--- config.mk ---
export PLATFORM = sky130hd
export DESIGN_NAME = pcm_decoder
export DESIGN_NICKNAME = d
export VERILOG_FILES = /design/src/rtl/pcm_decoder_pkg.sv /design/src/rtl/biphase_to_nrz.sv /design/src/rtl/mark_space_decoder.sv /design/src/rtl/iq_demux.sv /design/src/rtl/nrz_derandomizer.sv /design/src/rtl/decoder_regs.sv /design/src/rtl/pcm_decoder.sv
export SDC_FILE = /design/constraint.sdc
export NUM_CORES = 1
export LEC_CHECK = 0
export BUFFER_PORTS_ARGS = -buffer_cell sky130_fd_sc_hd__buf_2
export CAP_MARGIN = 10
export CORE_ASPECT_RATIO = 0.7
export CORE_MARGIN = 8
export CORE_UTILIZATION = 55
export DETAILED_ROUTE_END_ITERATION = 12
export PLACE_DENSITY = 0.85
export SLEW_MARGIN = 15
export SYNTH_ARGS = -nofsm -noshare
export SYNTH_HDL_FRONTEND = slang
export SYNTH_HIERARCHICAL = 1
export SYNTH_SLANG_ARGS = --single-unit
--- constraint.sdc ---
create_clock -name clk -period 4.2 [get_ports clk]
set_input_delay 0.42 -clock clk [delete_from_list [all_inputs] [get_ports clk]]
set_output_delay 0.42 -clock clk [all_outputs]
set_load 0.005 [all_outputs]
--- src/rtl/pcm_decoder_pkg.sv ---
// register map, control field positions, decode mode codes, derandomizer constants
package pcm_decoder_pkg;

  // ------------------------------
  // register bus
  // ------------------------------

  localparam int ADDR_WIDTH = 13;
  localparam int BUS_WIDTH  = 16;
  // one write strobe per byte lane
  localparam int LANE_WIDTH = 8;

  // decoder control register
  localparam logic [ADDR_WIDTH-1:0] DEC_CTRL_ADDR = 13'h0100;
  // implemented bits, 15:13 read as zero
  localparam int CTRL_WIDTH = 13;

  // ------------------------------
  // control field positions
  // ------------------------------

  localparam int FLD_FIFO_RS     = 0;
  localparam int FLD_CLK_INV     = 1;
  localparam int FLD_CLK_SEL     = 2;
  localparam int FLD_DATA_INV    = 3;
  localparam int FLD_DERAND      = 4;
  localparam int FLD_DEMUX       = 5;
  localparam int FLD_FEHER       = 6;
  localparam int FLD_SWAP        = 7;
  localparam int FLD_BIPHASE     = 8;
  // sign/magnitude soft output, reserved
  localparam int FLD_SIGN_MAG    = 9;
  // low bit of the two-bit decode mode
  localparam int FLD_MODE_LO     = 10;
  localparam int MODE_WIDTH      = 2;
  localparam int FLD_BYPASS_FIFO = 12;

  // decode modes, code 3 acts as nrz-l
  localparam logic [MODE_WIDTH-1:0] MODE_NRZL = 2'd0;
  localparam logic [MODE_WIDTH-1:0] MODE_NRZM = 2'd1;
  localparam logic [MODE_WIDTH-1:0] MODE_NRZS = 2'd2;

  // ------------------------------
  // derandomizer
  // ------------------------------

  // 15-stage self-synchronizing register
  localparam int DERAND_LEN   = 15;
  // feedback taps, 15 and 14 bits back
  localparam int DERAND_TAP_A = 14;
  localparam int DERAND_TAP_B = 13;

endpackage

--- src/rtl/biphase_to_nrz.sv ---
// biphase-l chip pairing into nrz bits on the i rail, bit strobe generation
`timescale 1ns/1ps

module biphase_to_nrz
(
  input  logic clk,
  input  logic rs,
  input  logic symb_clk_en_i,
  input  logic biphase_i,
  input  logic symb_i,
  output logic nrz_o,
  output logic bit_en_o
);

  // high while the second chip of a pair is expected
  logic phase_q;
  // first chip of the current pair
  logic chip_q;
  logic nrz_q;

  // pairing starts fresh from reset and whenever biphase is off
  always_ff @(posedge clk or posedge rs)
  begin
    if (rs)
    begin
      phase_q <= 1'b0;
    end
    else if (!biphase_i)
    begin
      phase_q <= 1'b0;
    end
    else if (symb_clk_en_i)
    begin
      phase_q <= ~phase_q;
    end
  end

  // chips 1,0 decode to 1 and 0,1 to 0, so the first chip is the bit
  always_ff @(posedge clk)
  begin
    if (symb_clk_en_i)
    begin
      if (!biphase_i)
      begin
        nrz_q <= symb_i;
      end
      else if (phase_q)
      begin
        nrz_q <= chip_q;
      end
      else
      begin
        chip_q <= symb_i;
      end
    end
  end

  assign nrz_o = nrz_q;

  // one strobe per pair in biphase mode, otherwise every symbol strobe qualifies
  assign bit_en_o = biphase_i ? (symb_clk_en_i & phase_q) : 1'b1;

endmodule

--- src/rtl/mark_space_decoder.sv ---
// nrz-l, nrz-m and nrz-s differential decoding of one rail
`timescale 1ns/1ps

module mark_space_decoder
  import pcm_decoder_pkg::*;
(
  input  logic                  clk,
  input  logic                  rs,
  input  logic                  clk_en_i,
  input  logic                  bit_en_i,
  input  logic [MODE_WIDTH-1:0] mode_i,
  input  logic                  din_i,
  input  logic                  last_din_i,
  output logic                  dout_o
);

  // level change between consecutive bits
  logic change;
  logic dec_d;
  logic dec_q;

  assign change = din_i ^ last_din_i;

  always_comb
  begin
    case (mode_i)
      // mark, a transition is a one
      MODE_NRZM: dec_d = change;
      // space, no transition is a one
      MODE_NRZS: dec_d = ~change;
      // nrz-l and the spare code pass straight through
      MODE_NRZL: dec_d = din_i;
      default:   dec_d = din_i;
    endcase
  end

  // one result per decoded bit
  always_ff @(posedge clk or posedge rs)
  begin
    if (rs)
    begin
      dec_q <= 1'b0;
    end
    else if (clk_en_i && bit_en_i)
    begin
      dec_q <= dec_d;
    end
  end

  assign dout_o = dec_q;

endmodule

--- src/rtl/iq_demux.sv ---
// qpsk/oqpsk and fqpsk demultiplexing with registered output selection
`timescale 1ns/1ps

module iq_demux
(
  input  logic clk,
  input  logic symb_clk_en_i,
  input  logic symb_clk_2x_en_i,
  input  logic swap_i,
  input  logic demux_i,
  input  logic feher_i,
  input  logic dec_i_i,
  input  logic dec_q_i,
  output logic sel_i_o,
  output logic sel_q_o
);

  // set on the half-symbol strobe that lines up with the symbol strobe
  logic phase_q;
  // rail pick for this half symbol
  logic pick;
  logic demux_q;
  // i from the previous half symbol, for fqpsk
  logic dec_dly_i_q;
  logic feher_q;
  // value sent out in single rail modes
  logic chosen;
  logic sel_i_q;
  logic sel_q_q;

  assign pick = swap_i ^ phase_q;

  // ------------------------------
  // half-symbol phase and demux
  // ------------------------------

  always_ff @(posedge clk)
  begin
    if (symb_clk_2x_en_i)
    begin
      phase_q <= symb_clk_en_i;
      // qpsk alternates i and q bits onto one rail
      demux_q <= pick ? dec_i_i : dec_q_i;
      // fqpsk differential pairing with the delayed i bit
      dec_dly_i_q <= dec_i_i;
      feher_q <= pick ? (dec_dly_i_q ^ dec_q_i) : (dec_dly_i_q ^ ~dec_q_i);
    end
  end

  // ------------------------------
  // output selection
  // ------------------------------

  // fqpsk wins over plain demux
  assign chosen = feher_i ? feher_q : demux_q;

  always_ff @(posedge clk)
  begin
    if (symb_clk_2x_en_i)
    begin
      if (feher_i || demux_i)
      begin
        // single rail, i carries the complement
        sel_i_q <= ~chosen;
        sel_q_q <= chosen;
      end
      else
      begin
        sel_i_q <= dec_i_i;
        sel_q_q <= dec_q_i;
      end
    end
  end

  assign sel_i_o = sel_i_q;
  assign sel_q_o = sel_q_q;

endmodule

--- src/rtl/nrz_derandomizer.sv ---
// 15-stage self-synchronizing derandomizer for randomized nrz-l, with bypass
`timescale 1ns/1ps

module nrz_derandomizer
  import pcm_decoder_pkg::*;
(
  input  logic clk,
  input  logic rs,
  input  logic shift_en_i,
  input  logic bypass_n_i,
  input  logic din_i,
  output logic dout_o
);

  // received bits, newest in bit 0
  logic [DERAND_LEN-1:0] shift_q;
  logic                  derand_q;

  // self-synchronizing, the register holds channel bits only
  // so any bit error flushes out after DERAND_LEN bits
  always_ff @(posedge clk or posedge rs)
  begin
    if (rs)
    begin
      shift_q  <= '0;
      derand_q <= 1'b0;
    end
    else if (shift_en_i)
    begin
      shift_q  <= {shift_q[DERAND_LEN-2:0], din_i};
      // undo the 1 + x^14 + x^15 scrambler
      derand_q <= din_i ^ shift_q[DERAND_TAP_A] ^ shift_q[DERAND_TAP_B];
    end
  end

  // low bypass_n passes the channel bits through
  assign dout_o = bypass_n_i ? derand_q : din_i;

endmodule

--- src/rtl/decoder_regs.sv ---
// decoder control register with byte-lane writes and address-decoded read-back
`timescale 1ns/1ps

module decoder_regs
  import pcm_decoder_pkg::*;
(
  input  logic                  clk,
  input  logic                  rs,
  input  logic                  en_i,
  input  logic                  wr0_i,
  input  logic                  wr1_i,
  input  logic [ADDR_WIDTH-1:0] addr_i,
  input  logic [BUS_WIDTH-1:0]  din_i,
  output logic [BUS_WIDTH-1:0]  dout_o,
  output logic [CTRL_WIDTH-1:0] ctrl_o
);

  // access to this register
  logic                  hit;
  logic [CTRL_WIDTH-1:0] ctrl_q;

  assign hit = en_i && (addr_i == DEC_CTRL_ADDR);

  // ------------------------------
  // byte-lane writes
  // ------------------------------

  always_ff @(posedge clk or posedge rs)
  begin
    if (rs)
    begin
      ctrl_q <= '0;
    end
    else if (hit)
    begin
      // low lane, bits 7:0
      if (wr0_i)
      begin
        ctrl_q[LANE_WIDTH-1:0] <= din_i[LANE_WIDTH-1:0];
      end
      // high lane, only 12:8 exist
      if (wr1_i)
      begin
        ctrl_q[CTRL_WIDTH-1:LANE_WIDTH] <= din_i[CTRL_WIDTH-1:LANE_WIDTH];
      end
    end
  end

  // ------------------------------
  // read-back
  // ------------------------------

  // zero-extended while addressed, zero otherwise
  assign dout_o = hit ? BUS_WIDTH'(ctrl_q) : '0;

  assign ctrl_o = ctrl_q;

endmodule

--- src/rtl/pcm_decoder.sv ---
// pcm bit decoder top with i/q resync delay, data inversion and output strobes
`timescale 1ns/1ps

module pcm_decoder
  import pcm_decoder_pkg::*;
(
  input  logic                  clk,
  input  logic                  rs,
  input  logic                  en_i,
  input  logic                  wr0_i,
  input  logic                  wr1_i,
  input  logic [ADDR_WIDTH-1:0] addr_i,
  input  logic [BUS_WIDTH-1:0]  din_i,
  input  logic                  symb_clk_en_i,
  input  logic                  symb_clk_2x_en_i,
  input  logic                  symb_i_i,
  input  logic                  symb_q_i,
  output logic [BUS_WIDTH-1:0]  dout_o,
  output logic                  data_i_o,
  output logic                  data_q_o,
  output logic                  cout_o,
  output logic                  symb_clk_o,
  output logic                  fifo_rs_o,
  output logic                  clk_inv_o,
  output logic                  bypass_fifo_o
);

  logic [CTRL_WIDTH-1:0] ctrl;
  logic [MODE_WIDTH-1:0] mode;
  logic clk_sel, data_inv, derandomize, demux, feher, swap, biphase;
  logic bit_en, bit_stb;
  logic nrz_i, nrz_q, nrz_dly_i, nrz_dly_q;
  logic dec_i, dec_q, sel_i, sel_q;
  logic derand_en, derand_i, derand_q;
  logic symb_clk_q;

  decoder_regs decoder_regs_i (
    .clk(clk), .rs(rs), .en_i(en_i), .wr0_i(wr0_i), .wr1_i(wr1_i),
    .addr_i(addr_i), .din_i(din_i), .dout_o(dout_o), .ctrl_o(ctrl)
  );

  // control fields
  assign fifo_rs_o     = ctrl[FLD_FIFO_RS];
  assign clk_inv_o     = ctrl[FLD_CLK_INV];
  assign clk_sel       = ctrl[FLD_CLK_SEL];
  assign data_inv      = ctrl[FLD_DATA_INV];
  assign derandomize   = ctrl[FLD_DERAND];
  assign demux         = ctrl[FLD_DEMUX];
  assign feher         = ctrl[FLD_FEHER];
  assign swap          = ctrl[FLD_SWAP];
  assign biphase       = ctrl[FLD_BIPHASE];
  assign mode          = ctrl[FLD_MODE_LO +: MODE_WIDTH];
  assign bypass_fifo_o = ctrl[FLD_BYPASS_FIFO];

  // ------------------------------
  // nrz and i/q resync
  // ------------------------------

  biphase_to_nrz biphase_to_nrz_i (
    .clk(clk), .rs(rs), .symb_clk_en_i(symb_clk_en_i), .biphase_i(biphase),
    .symb_i(symb_i_i), .nrz_o(nrz_i), .bit_en_o(bit_en)
  );

  assign bit_stb = symb_clk_en_i & bit_en;

  // q picks up the one bit delay that i sees in biphase_to_nrz
  // plus previous bits of both rails for mark/space
  always_ff @(posedge clk)
  begin
    if (bit_stb)
    begin
      nrz_q     <= symb_q_i;
      nrz_dly_i <= nrz_i;
      nrz_dly_q <= nrz_q;
    end
  end

  mark_space_decoder mark_space_decoder_i (
    .clk(clk), .rs(rs), .clk_en_i(symb_clk_en_i), .bit_en_i(bit_en),
    .mode_i(mode), .din_i(nrz_i), .last_din_i(nrz_dly_i), .dout_o(dec_i)
  );

  mark_space_decoder mark_space_decoder_q (
    .clk(clk), .rs(rs), .clk_en_i(symb_clk_en_i), .bit_en_i(bit_en),
    .mode_i(mode), .din_i(nrz_q), .last_din_i(nrz_dly_q), .dout_o(dec_q)
  );

  iq_demux iq_demux_i (
    .clk(clk), .symb_clk_en_i(symb_clk_en_i), .symb_clk_2x_en_i(symb_clk_2x_en_i),
    .swap_i(swap), .demux_i(demux), .feher_i(feher), .dec_i_i(dec_i),
    .dec_q_i(dec_q), .sel_i_o(sel_i), .sel_q_o(sel_q)
  );

  // ------------------------------
  // derandomize and invert
  // ------------------------------

  // demuxed data arrives at the half-symbol rate
  assign derand_en = demux ? symb_clk_2x_en_i : symb_clk_en_i;

  nrz_derandomizer nrz_derandomizer_i (
    .clk(clk), .rs(rs), .shift_en_i(derand_en), .bypass_n_i(derandomize),
    .din_i(sel_i), .dout_o(derand_i)
  );

  // derandomized bit goes out on both rails
  assign derand_q = derandomize ? derand_i : sel_q;
  assign data_i_o = derand_i ^ data_inv;
  assign data_q_o = derand_q ^ data_inv;

  // ------------------------------
  // output strobes
  // ------------------------------

  assign cout_o = biphase ? bit_en : (clk_sel ? symb_clk_en_i : symb_clk_2x_en_i);

  // square wave at the symbol rate, high from the symbol strobe
  always_ff @(posedge clk or posedge rs)
  begin
    if (rs)
    begin
      symb_clk_q <= 1'b0;
    end
    else if (symb_clk_en_i)
    begin
      symb_clk_q <= 1'b1;
    end
    else if (symb_clk_2x_en_i)
    begin
      symb_clk_q <= ~symb_clk_q;
    end
  end

  assign symb_clk_o = clk_sel ? symb_clk_q : symb_clk_2x_en_i;

endmodule

* Yosys cells after proc, flatten, opt, wreduce, memory -nomap -nowiden
Index checks and enable logic that the tools add are counted.
** Word-level totals
- Register bits after elaboration :: 44
- Input port bits :: 38
- Output and inout port bits :: 23
- Word-level logic and storage cells :: 70
** Operators by class
- Eq/ne operators :: 5
- Muxes and demuxes :: 21
- Bitwise operators :: 17
- Reduce and logical (&&, ||, !) cells :: 8
** Operator list (number)
- two-way mux 1 bit :: 18
- equality test 13 x 9 -> 1 bit (second input constant) :: 1
- two-way mux 13 bit :: 1
- XOR 1 bit :: 9
- inverter 1 bit :: 6
- AND reduction 2 bit :: 3
- one-hot mux 1 bit (2 select lines) :: 2
- AND reduction 3 bit :: 1
- bitwise AND 1 bit :: 2
- equality test 2 x 1 -> 1 bit (second input constant) :: 1
- equality test 2 bit (second input constant) :: 1
- logical AND 1 bit :: 2
- inequality test 2 x 1 -> 1 bit (second input constant) :: 1
- inequality test 2 bit (second input constant) :: 1
- nonzero test 2 bit :: 1
- logical OR 1 bit :: 1

* Longest topological paths before layout
Gate-level depths: netlist of the first run.
- Depth after elaboration :: 3
- Gate-level depth with buffers :: 5
- Gate-level depth less buffers :: 5

* Hierarchy
Netlist of the first run, hierarchy kept.
** By module, submodules not included
- decoder_regs :: times used 1, cells each 54, area an instance 704.4 µm², sequential area each 325.3 µm²
- nrz_derandomizer :: times used 1, cells each 37, area an instance 639.4 µm², sequential area each 400.4 µm²
- iq_demux :: times used 1, cells each 16, area an instance 257.7 µm², sequential area each 180.2 µm²
- mark_space_decoder :: times used 2, cells each 12, area an instance 110.1 µm², sequential area each 25.0 µm²
- pcm_decoder :: times used 1, cells each 16, area an instance 209.0 µm², sequential area each 115.1 µm²
- biphase_to_nrz :: times used 1, cells each 12, area an instance 140.1 µm², sequential area each 85.1 µm²

* Worst setup path before layout of the first run
No wires, ideal clock.
- Path kind :: input -> output
- From :: input addr_i[12]
- To :: output dout_o[10]
- Arrival time :: 1.720 ns
- Data required time :: 3.780 ns
- Slack :: 2.060 ns
- Cell stages on the path :: 4
- Buffers on the path :: 1
- Path through :: or4b_4 nor4b_2 clkbuf_1 and2_1
** Between the ends
- Cells in the longest elaborated chain, start to end :: 3
** RTL lines
- start, declared :: RTL line pcm_decoder.sv:12 : input logic [ADDR_WIDTH-1:0] addr_i,
- equality test 13 x 9 -> 1 bit :: RTL line decoder_regs.sv:22 : assign hit = en_i && (addr_i == DEC_CTRL_ADDR);
- logical AND 1 bit :: RTL line decoder_regs.sv:22
- two-way mux 13 bit :: RTL line decoder_regs.sv:54 : assign dout_o = hit ? BUS_WIDTH'(ctrl_q) : '0;
- end, declared :: RTL line pcm_decoder.sv:18 : output logic [BUS_WIDTH-1:0] dout_o,
No other way between the ends.

* Worst setup path in the final report of the first run
- From :: input addr_i[12]
- To :: output dout_o[7]
Same word-level chain as after synthesis.

==> run summary, run 1 <==
outcome = finished, final reports clean
cells taking the most area after synthesis = dfrtp_1 (38%), mux2_2 (16%), edfxtp_1 (15%)
commonest non-fill, non-tap cell in the layout = buf_2
Period minus WS final = 2.74 ns
worst reg2reg path depth = 2
library cells used by synthesis = 33
worst clock skew = 0.00579 ns
largest net degree at the start of global routing = 17
max-capacitance violation count = 0
CP startpoint kind = input pin
layout cells sized above 1 = 0.477
Worst Setup SP = addr_i[12]
worst endpoint required time = 3.78 ns
Starting Density = 0.564
# rows = 19
top fanout value on the critical path = 13
Die Y = 68.6 um
post_cts resized = 0
grt total ovfl = 0
sequential share of the synthesized area = 0.533
post-route antenna net violation count = 0
Root Driver = clkbuf_8
Synth area leader = dfrtp_1
leakage = 1.24 nW
fin cells = 270
# placed instances = 261
crit path to = dout_o[7]
CTS Buf Count = 5
vias post-DR = 1367
Worst-path clk slew = 0.08 ns
fmax = 0.366 GHz
first-pass GRT wire length = 6710 um
DP HPWL = 3240 um
CTS tree = yes
# DRC = 0
#FFs+latches synth = 44
IO buf count = 54
most frequent cells in the layout = buf_2 (54), dfrtp_1 (33), mux2_2 (31), and2_1 (15)
fin crit share = 0.651
Final setup viols = 0
filler instances = 318
max_slew headroom = 0.361
gpl congestion = 0.737
Cell Area, Synth = 2170 um2
RR Endpoint = nrz_derandomizer_i/shift_q[12]
initial DRC count = 42
final count of hold timing violations = 0
CTS Buffer Depth = 2
die width = 91.1 um
CTS sink cnt = 44
worst skew pair latency = 0.29 ns
IO Pins = 61
final net count = 259
Ys Warns = 6
R2R Setup Slk = 2.74 ns
top cell type's share of synthesized area = 0.380
RSZ-0062 raised after global routing = no
via/cell ratio = 5.06
Worst-Margin Slew = 0.955 ns
final slew viol count = 0
number of global-route vias before repair = 1383
Worst R2R Start = decoder_regs_i/ctrl_o[5]
Post-CTS Setup Bufs = 0
core area = 3850 um2
average wire per standard cell = 15.1 um
HP Class = input pin to flip-flop
gr usage total = 0.139
CTS Hold Bufs = 0
Total Wirelength = 4080 um
antenna violations before repair = 0
pwr/cell area = 374 nW/um2
Worst setup EP type = output port
# diodes = 0
area delta synth->final = 18.3%
H-Tree Depth = 2
maximum vdd drop = 0.239 mV
Hold Path Origin = symb_q_i
syn avg cell area = 13.7 um2
drt first pass iters = 4
Mapped Cells = 159
Total Neg Setup Slack = 0 ns
Crit Path Class = input pin to output port
die area = 6250 um2
crit path DAT = 2.32 ns
==> critical path, cell delays in order <==
cell	delay, ns
buf_2	0.10
or4b_4	0.58
nor4b_2	0.87
and2_1	0.23
buf_2	0.12
==> cell families after synthesis <==
group | share of synthesized area
AO/OA/AOI/OAI | 0.0282
XOR/XNOR | 0.0473
adder cells (fa/ha/maj) | 0.0231
buffers and inverters | 0.0386
flip-flops | 0.533
multiplexers | 0.201
other | 0.00173
AND/OR/NAND/NOR | 0.127
==> worst min path at each step <==
stage | end | cells after the start
4_1_cts | mark_space_decoder_i/dout_o | 2
2_1_floorplan | biphase_to_nrz_i/phase_q | 1
3_3_place_gp | biphase_to_nrz_i/phase_q | 2
3_5_place_dp | mark_space_decoder_i/dout_o | 2
5_1_grt | nrz_q | 1
6_report | nrz_q | 1
==> per-stage QoR <==
step / cell area (um2) / setup WS (ns) / utilization / hold WS [ns] / power, mW
2_1_floorplan: 2180 / 2.06 / - / 0.149 / 0.668
3_3_place_gp: 2470 / 1.50 / 0.642 / 0.317 / 0.702
3_5_place_dp: 2470 / 1.46 / 0.642 / 0.322 / 0.717
4_1_cts: 2560 / 1.46 / 0.664 / 0.00359 / 0.972
5_1_grt: 2570 / 1.38 / 0.667 / 0.279 / 1.01
6_report: 2570 / 1.46 / 0.667 / 0.295 / 0.961
==> where the power goes <==
group	total (mW)	switching [mW]	internal [mW]
sequential	0.555	0.0408	0.514
clock	0.255	0.139	0.116
combinational	0.152	0.0509	0.101
==> synth_stat cells, drive strengths merged <==
| master | n |
|---|---|
| mux2 | 34 |
| dfrtp | 33 |
| and2 | 15 |
| edfxtp | 11 |
| inv | 11 |
| xnor2 | 7 |
| nand2 | 6 |
| buf | 5 |
| mux2i | 5 |
| ha | 4 |
| a21oi | 2 |
| and4 | 2 |
| nor2b | 2 |
| nor4 | 2 |
| o21ai | 2 |
| o31ai | 2 |
| or3b | 2 |
| or4b | 2 |
| xor2 | 2 |
| a21boi | 1 |
| and3 | 1 |
| clkbuf | 1 |
| conb | 1 |
| nand2b | 1 |
| nor2 | 1 |
| nor4b | 1 |
| o31a | 1 |
| or4 | 1 |
| xor3 | 1 |
==> routing by layer <==
layer  share of wire  global-route usage
met3           0.050              0.0465
met1            0.45               0.166
met5               0                   0
met4           0.014              0.0609
met2            0.49               0.232
==> area by class of cell <==
| class | instances | area (um2) | area share |
|---|---|---|---|
| inverters | 11 | 41.3 | 0.0161 |
| repair buffers | 55 | 280 | 0.109 |
| multi-input cells | 100 | 938 | 0.365 |
| flip-flops and latches | 44 | 1160 | 0.450 |
| clock inverters | 3 | 18.8 | 0.00731 |
| well taps | 52 | 65.1 | 0.0253 |
| clock buffers | 5 | 68.8 | 0.0268 |
==> flip-flops by register name, indices dropped and copies added, names as in the netlist <==
name                         count
nrz_derandomizer_i/shift_q      15
iq_demux_i/dec_dly_i_q           1
nrz_derandomizer_i/derand_q      1
iq_demux_i/phase_q               1
nrz_dly_i                        1
iq_demux_i/feher_q               1
symb_clk_q                       1
iq_demux_i/demux_q               1
biphase_to_nrz_i/nrz_o           1
iq_demux_i/sel_q_o               1
biphase_to_nrz_i/phase_q         1
mark_space_decoder_i/dout_o      1
biphase_to_nrz_i/chip_q          1
iq_demux_i/sel_i_o               1
decoder_regs_i/ctrl_o           13
mark_space_decoder_q/dout_o      1
nrz_q                            1
nrz_dly_q                        1
No activity file was read; power rests on OpenSTA's default activity.
==> inputs of run 2 (changes only) <==
--- a/config.mk
+++ b/config.mk
@@ -5,13 +5,14 @@
 export SDC_FILE = /design/constraint.sdc
 export NUM_CORES = 1
 export LEC_CHECK = 0
+export ABC_AREA = 1
 export BUFFER_PORTS_ARGS = -buffer_cell sky130_fd_sc_hd__buf_2
 export CAP_MARGIN = 10
 export CORE_ASPECT_RATIO = 0.7
 export CORE_MARGIN = 8
-export CORE_UTILIZATION = 55
+export CORE_UTILIZATION = 53
 export DETAILED_ROUTE_END_ITERATION = 12
-export PLACE_DENSITY = 0.85
+export PLACE_DENSITY = 0.81
 export SLEW_MARGIN = 15
 export SYNTH_ARGS = -nofsm -noshare
 export SYNTH_HDL_FRONTEND = slang
==> constraint.sdc (replaced) <==
create_clock -name clk -period 2.55 [get_ports clk]
set_input_delay 0.255 -clock clk [delete_from_list [all_inputs] [get_ports clk]]
set_output_delay 0.255 -clock clk [all_outputs]
set_load 0.005 [all_outputs]
==> run 2 against run 1 <==
Against the previous run:
- sequential power grew 48%
- utilization is 2.9 points lower
- final cell count rose by 53%
- sequential share of layout area decreased by 3.4 points
- combinational power increased by 15%
- critical path type is now flip-flop to output port
- largest cell class unchanged
==> run summary, run 2 <==
outcome = finished, final reports clean (unchanged)
CP bufs+invs = 1 (was 2)
max-capacitance violation count = 0 (unchanged)
gpl congestion = 0.769 (was 0.737)
die area = 7020 um2 (was 6250 um2)
sequential share of the synthesized area = 0.478 (was 0.533)
IO Pins = 61 (unchanged)
fmax = 0.583 GHz
Post-synth EDFFs = 11 (unchanged)
grt total ovfl = 0 (unchanged)
CTS sink cnt = 44 (unchanged)
Post-synth top cells = nand2_1 (94), inv_1 (48), dfrtp_1 (33), nand2_2 (22), nand3_1 (15) (was dfrtp_1 (33), mux2_2 (31), and2_1 (15), edfxtp_1 (11), inv_1 (11))
pwr/cell area = 506 nW/um2 (was 374 nW/um2)
via/cell ratio = 4.81 (was 5.06)
top fanout value on the critical path = 6 (was 13)
Root Driver = clkbuf_8 (unchanged)
H-Tree Depth = 2 (unchanged)
IO buf count = 54 (unchanged)
Worst setup EP type = output port (unchanged)
# DRC = 0 (unchanged)
# rows = 20 (was 19)
worst endpoint required time = 2.30 ns (was 3.78 ns)
worst skew pair latency = 0.29 ns (about the same)
maximum vdd drop = 0.211 mV (was 0.239 mV)
Crit Path Class = flip-flop to output port (was input pin to output port)
vias post-DR = 1983 (was 1367)
post-route antenna net violation count = 0 (unchanged)
commonest non-fill, non-tap cell in the layout = nand2_1 (was buf_2)
number of global-route vias before repair = 2022 (was 1383)
Synth Flop Type = dfrtp_1 (unchanged)
Largest register FFs = 15 (unchanged)
DP HPWL = 3850 um (was 3240 um)
post-synthesis async set-or-reset flop share = 0.750 (unchanged)
Total Wirelength = 4960 um (was 4080 um)
Starting Density = 0.555 (was 0.564)
initial DRC count = 81 (was 42)
#FFs+latches synth = 44 (unchanged)
largest net degree at the start of global routing = 19 (was 17)
Cell Area, Synth = 2420 um2 (was 2170 um2)
crit path DAT = 1.46 ns (was 2.32 ns)
Period minus WS final = 1.71 ns
HP Class = input pin to flip-flop (unchanged)
antenna violations before repair = 0 (unchanged)
CTS Buf Count = 5 (unchanged)
die width = 96.7 um (was 91.1 um)
layout cells sized above 1 = 0.286 (was 0.477)
area delta synth->final = 14.8% (was 18.3%)
Synth area leader = dfrtp_1 (unchanged)
final net count = 398 (was 259)
most frequent cells in the layout = nand2_1 (94), buf_2 (54), inv_1 (48), dfrtp_1 (33), nand2_2 (22) (was buf_2 (54), dfrtp_1 (33), mux2_2 (31), and2_1 (15))
filler instances = 380 (was 318)
library cells used by synthesis = 28 (was 33)
final slew viol count = 0 (unchanged)
Total Neg Setup Slack = 0 ns (unchanged)
final hold slack = 0.139 ns (was 0.295 ns)
worst clock skew = 0.00394 ns (was 0.00579 ns)
leakage = 1.46 nW (was 1.24 nW)
# diodes = 0 (unchanged)
CTS Buffer Depth = 2 (unchanged)
Final setup viols = 0 (unchanged)
CP startpoint kind = flip-flop (was input pin)
Worst-Margin Slew = 0.580 ns (was 0.955 ns)
most common cell in the netlist = nand2_1 (was dfrtp_1)
top cell type's share of synthesized area = 0.341 (was 0.380)
Post-CTS Setup Bufs = 0 (unchanged)
Worst-path clk slew = 0.08 ns (about the same)
Ys Warns = 6 (unchanged)
max_slew headroom = 0.613 (was 0.361)
crit-path leading delay family = flip-flops (was simple AND/OR/NAND/NOR gates)
Die Y = 72.5 um (was 68.6 um)
final count of hold timing violations = 0 (unchanged)
fin crit share = 0.672
gr usage total = 0.146 (was 0.139)
most used cell, CP = nand2_1 (was buf_2)
average wire per standard cell = 12.0 um (was 15.1 um)
CTS tree = yes (unchanged)
Mapped Cells = 300 (was 159)
drt first pass iters = 4 (unchanged)
first-pass GRT wire length = 8630 um (was 6710 um)
critical path cell sequence = o21ai_0 -> nand2_1 -> nand2_1 -> nand2_1 -> nand2_1 -> buf_2 (was buf_2 -> or4b_4 -> nor4b_2 -> and2_1 -> buf_2)
Slowest-stage cell, CP = dfrtp_1 (was nor4b_2)
RSZ-0062 raised after global routing = no (unchanged)
cells taking the most area after synthesis = dfrtp_1 (34%), nand2_1 (15%), edfxtp_1 (14%) (was dfrtp_1 (38%), mux2_2 (16%), edfxtp_1 (15%))
syn avg cell area = 8.06 um2 (was 13.7 um2)
Largest Register = nrz_derandomizer_i/shift_q (unchanged)
Max stage delay on crit path = 0.44 ns (was 0.87 ns)
core area = 4350 um2 (was 3850 um2)
## run 2: worst register-to-register path, cell delays in order, from the launching register on
cell	delay [ns]
dfrtp_1	0.48
inv_1	0.09
ha_1	0.32
inv_1	0.06
nand3_1	0.07
nand2_1	0.06
nand2_1	0.05
## run 2: layout make-up
type                       count  area [um2]  share of cell area
sequential                    44        1160               0.416
clock inverter                 1        3.75             0.00135
tap                           55        68.8              0.0248
multi-input combinational    197         981               0.353
inverter                      51         196              0.0707
clock buffer                   7        76.3              0.0275
timing repair buffer          57         295               0.106
## run 2: report_power, final
part / internal, mW / switching, mW
Combinational: 0.0719 / 0.103
Clock: 0.191 / 0.218
Sequential: 0.782 / 0.0382
Total: 1.04 / 0.359
## run 2: layer usage
layer  track usage  part of all wire  up-vias  wire [um]
li1              -                 -     1027          -
met1         0.180              0.48      892       2380
met2         0.235              0.44       58       2210
met3        0.0531             0.067        6        334
met4        0.0424            0.0081        0         40
met5             0                 0        -          0
## run 2: cell families after synthesis
logic type	synth area share
fa+ha+maj	0.0207
xor+xnor	0.00362
compound gates	0.0331
buf+inv	0.120
flops	0.478
simple gates	0.344
other cells	0.00155
## run 2: path summary, 6_finish.rpt
| kind | cells past startpoint | slack, ns | to | startpoint |
|---|---|---|---|---|
| hold reg to reg | 2 | 0.48 | decoder_regs_i/ctrl_o[9] | decoder_regs_i/ctrl_o[9] |
| min in group asynchronous | 3 | 0.40 | symb_clk_q | rs |
| setup reg to reg | 6 | 1.32 | mark_space_decoder_i/dout_o | decoder_regs_i/ctrl_o[10] |
| setup / recovery | 6 | 0.84 | data_q_o | decoder_regs_i/ctrl_o[4] |
| max in group asynchronous | 3 | 1.54 | nrz_derandomizer_i/shift_q[4] | rs |
| hold / removal | 1 | 0.14 | nrz_q | symb_q_i |
## run 2: stage by stage
stage	setup slack (ns)	total power, mW	instance area [um2]	cells	util
finish	0.836	1.40	2780	412	0.638
global route	0.722	1.48	2780	412	0.638
CTS	0.832	1.42	2780	412	0.638
detailed placement	0.865	1.01	2690	403	0.617
global placement	0.898	0.997	2690	403	0.617
floorplan	1.31	0.951	2430	302	-
## run 2: what timing repair did
| item | in CTS | in global routing |
|---|---|---|
| hold buffers | 1 | 0 |
| endpoints found under the hold margin | 4 | 0 |
| gates resized for setup | 0 | 0 |
==> inputs of run 3 (changes only) <==
--- a/config.mk
+++ b/config.mk
@@ -10,9 +10,9 @@
 export CAP_MARGIN = 10
 export CORE_ASPECT_RATIO = 0.7
 export CORE_MARGIN = 8
-export CORE_UTILIZATION = 53
+export CORE_UTILIZATION = 48
 export DETAILED_ROUTE_END_ITERATION = 12
-export PLACE_DENSITY = 0.81
+export PLACE_DENSITY = 0.77
 export SLEW_MARGIN = 15
 export SYNTH_ARGS = -nofsm -noshare
 export SYNTH_HDL_FRONTEND = slang
==> constraint.sdc (replaced) <==
create_clock -name clk -period 1.4 [get_ports clk]
set_input_delay 0.14 -clock clk [delete_from_list [all_inputs] [get_ports clk]]
set_output_delay 0.14 -clock clk [all_outputs]
set_load 0.005 [all_outputs]
==> run 3 against run 2 <==
Against the previous run:
- sequential share of layout area shrank 1.6 points
- die area grew 8.4%
- wire length decreased by 2.4%
- largest power group unchanged
- non-clock buffer count is 6 higher
- global-route usage fell by 0.64 points
- register-to-register slack worse by 1.1 ns
- hold slack worse by 0.12 ns
- design area is 4.1% higher
- sequential power up 82%
==> run summary, run 3 (synthesis gave the netlist of run 2 again) <==
Starting Density = 0.503 (was 0.555)
average wire per standard cell = 11.2 um (was 12.0 um)
total power draw = 2.74 mW (was 1.40 mW)
Die Y = 75.4 um (was 72.5 um)
H-Tree Depth = 2 (unchanged)
core area = 4810 um2 (was 4350 um2)
final slew viol count = 0 (unchanged)
initial DRC count = 105 (was 81)
filler instances = 410 (was 380)
DP HPWL = 3790 um (was 3850 um)
Post-Route Utilization = 0.602 (was 0.638)
crit path DAT = 1.24 ns (was 1.46 ns)
# DRC = 0 (unchanged)
Crit Path Class = flip-flop to output port (unchanged)
CTS Buf Count = 5 (unchanged)
layout cells sized above 1 = 0.314 (was 0.286)
worst setup margin = 0.0173 ns (was 0.836 ns)
gpl congestion = 0.773 (was 0.769)
CTS tree = yes (unchanged)
CP startpoint kind = flip-flop (unchanged)
worst skew pair latency = 0.28 ns (was 0.29 ns)
IO buf count = 54 (unchanged)
die area = 7600 um2 (was 7020 um2)
first-pass GRT wire length = 8450 um (was 8630 um)
commonest non-fill, non-tap cell in the layout = nand2_1 (unchanged)
post-route antenna net violation count = 0 (unchanged)
drt first pass iters = 4 (unchanged)
outcome = finished, final reports clean (unchanged)
final net count = 404 (was 398)
Reg area = 1160 um2 (about the same)
Root Driver = clkbuf_8 (unchanged)
area of the multi-input gates = 992 um2 (was 981 um2)
vias post-DR = 1976 (was 1983)
max_slew headroom = 0.592 (was 0.613)
Period minus WS final = 1.38 ns
HP Class = input pin to flip-flop (unchanged)
most frequent cells in the layout = nand2_1 (93), buf_2 (54), inv_1 (47), dfrtp_1 (31), nand2_2 (22) (was nand2_1 (94), buf_2 (54), inv_1 (48), dfrtp_1 (33), nand2_2 (22))
final count of hold timing violations = 0 (unchanged)
top fanout value on the critical path = 4 (was 6)
fin crit share = 0.988
worst clock skew = 0.00503 ns (was 0.00394 ns)
via/cell ratio = 4.57 (was 4.81)
IO Pins = 61 (unchanged)
Total Wirelength = 4840 um (was 4960 um)
Worst-path clk slew = 0.08 ns (about the same)
fmax = 0.723 GHz
# rows = 21 (was 20)
# diodes = 0 (unchanged)
pre-CTS WS = 0.0420 ns (was 0.865 ns)
RSZ-0062 raised after global routing = yes (was no)
CTS sink cnt = 44 (unchanged)
max-capacitance violation count = 0 (unchanged)
maximum vdd drop = 0.591 mV (was 0.211 mV)
leakage = 1.52 nW (was 1.46 nW)
pwr/cell area = 948 nW/um2 (was 506 nW/um2)
grt total ovfl = 0 (unchanged)
antenna violations before repair = 0 (unchanged)
worst endpoint required time = 1.26 ns (was 2.30 ns)
area delta synth->final = 19.6% (was 14.8%)
number of global-route vias before repair = 1891 (was 2022)
Largest register FFs = 15 (unchanged)
Final setup viols = 0 (unchanged)
Worst setup EP type = output port (unchanged)
die width = 101 um (was 96.7 um)
largest net degree at the start of global routing = 19 (unchanged)
Largest Register = nrz_derandomizer_i/shift_q (unchanged)
gr usage total = 0.140 (was 0.146)
CTS Buffer Depth = 2 (unchanged)
Worst-Margin Slew = 0.611 ns (was 0.580 ns)
## run 3: cell types whose count changed in the layout (fill, tap and decap cells not counted)
cell       delta
inv_1         -1
bufinv_16     +1
buf_12        +1
o21ai_2       +1
clkinv_1      +1
dfrtp_2       +2
buf_4         +5
clkbuf_1      -2
o21ai_0       -1
nand2_4       +1
nand2_1       -1
dfrtp_1       -2
inv_2         +1
## run 3: per-stage QoR
stage | hold WS [ns] | setup TNS [ns] | area [um2] | instances
final | 0.0228 | 0 | 2890 | 432
after global routing | 0.00786 | -0.126 | 2890 | 432
after CTS | 0.0140 | 0 | 2880 | 432
after detailed placement | 0.0531 | 0 | 2750 | 421
after global placement | 0.0422 | 0 | 2750 | 421
after floorplan | -0.131 | 0 | 2430 | 302
## run 3: metal layers
layer  GRT usage  up-vias  part of all wire
met5           0        -                 0
met4      0.0333        0            0.0050
met3      0.0593        2             0.066
met2       0.213       50              0.42
met1       0.180      887              0.51
li1            -     1037                 -
## run 3: critical path, stage by stage (launching register included)
cell,delay (ns)
dfrtp_2,0.44
o21ai_2,0.17
nand2_1,0.09
nand2_1,0.07
nand2_1,0.04
nand2_1,0.05
buf_2,0.11
## run 3: final timing paths
check	cells after the start	slack [ns]	endpoint	from
worst max-delay path	6	0.02	data_q_o	decoder_regs_i/ctrl_o[4]
worst min-delay path	1	0.02	nrz_q	symb_q_i
worst max register to register	4	0.18	nrz_derandomizer_i/shift_q[2]	decoder_regs_i/ctrl_o[5]
worst min register to register	2	0.49	decoder_regs_i/ctrl_o[9]	decoder_regs_i/ctrl_o[9]
max in group asynchronous	3	0.46	nrz_derandomizer_i/shift_q[6]	rs
min in group asynchronous	3	0.29	mark_space_decoder_q/dout_o	rs
## run 3: cell type report
cell class | count | share of cell area
Sequential cell | 44 | 0.401
Multi-Input combinational cell | 197 | 0.343
Timing Repair Buffer | 63 | 0.122
Inverter | 51 | 0.0679
Tap cell | 69 | 0.0298
Clock buffer | 5 | 0.0238
Clock inverter | 3 | 0.0130
## run 3: what timing repair did
item                                    CTS  global route
endpoints found under the setup margin    2            16
pin swaps                                 1             2
buffers inserted                          2             0
gates resized for setup                   3             4
hold buffers                              1             0
endpoints found under the hold margin    17             0
## run 3: report_power, final
part | total (mW) | internal [mW] | switching, mW
registers | 1.49 | 1.42 | 0.0681
clock network | 0.928 | 0.520 | 0.409
logic | 0.321 | 0.138 | 0.183
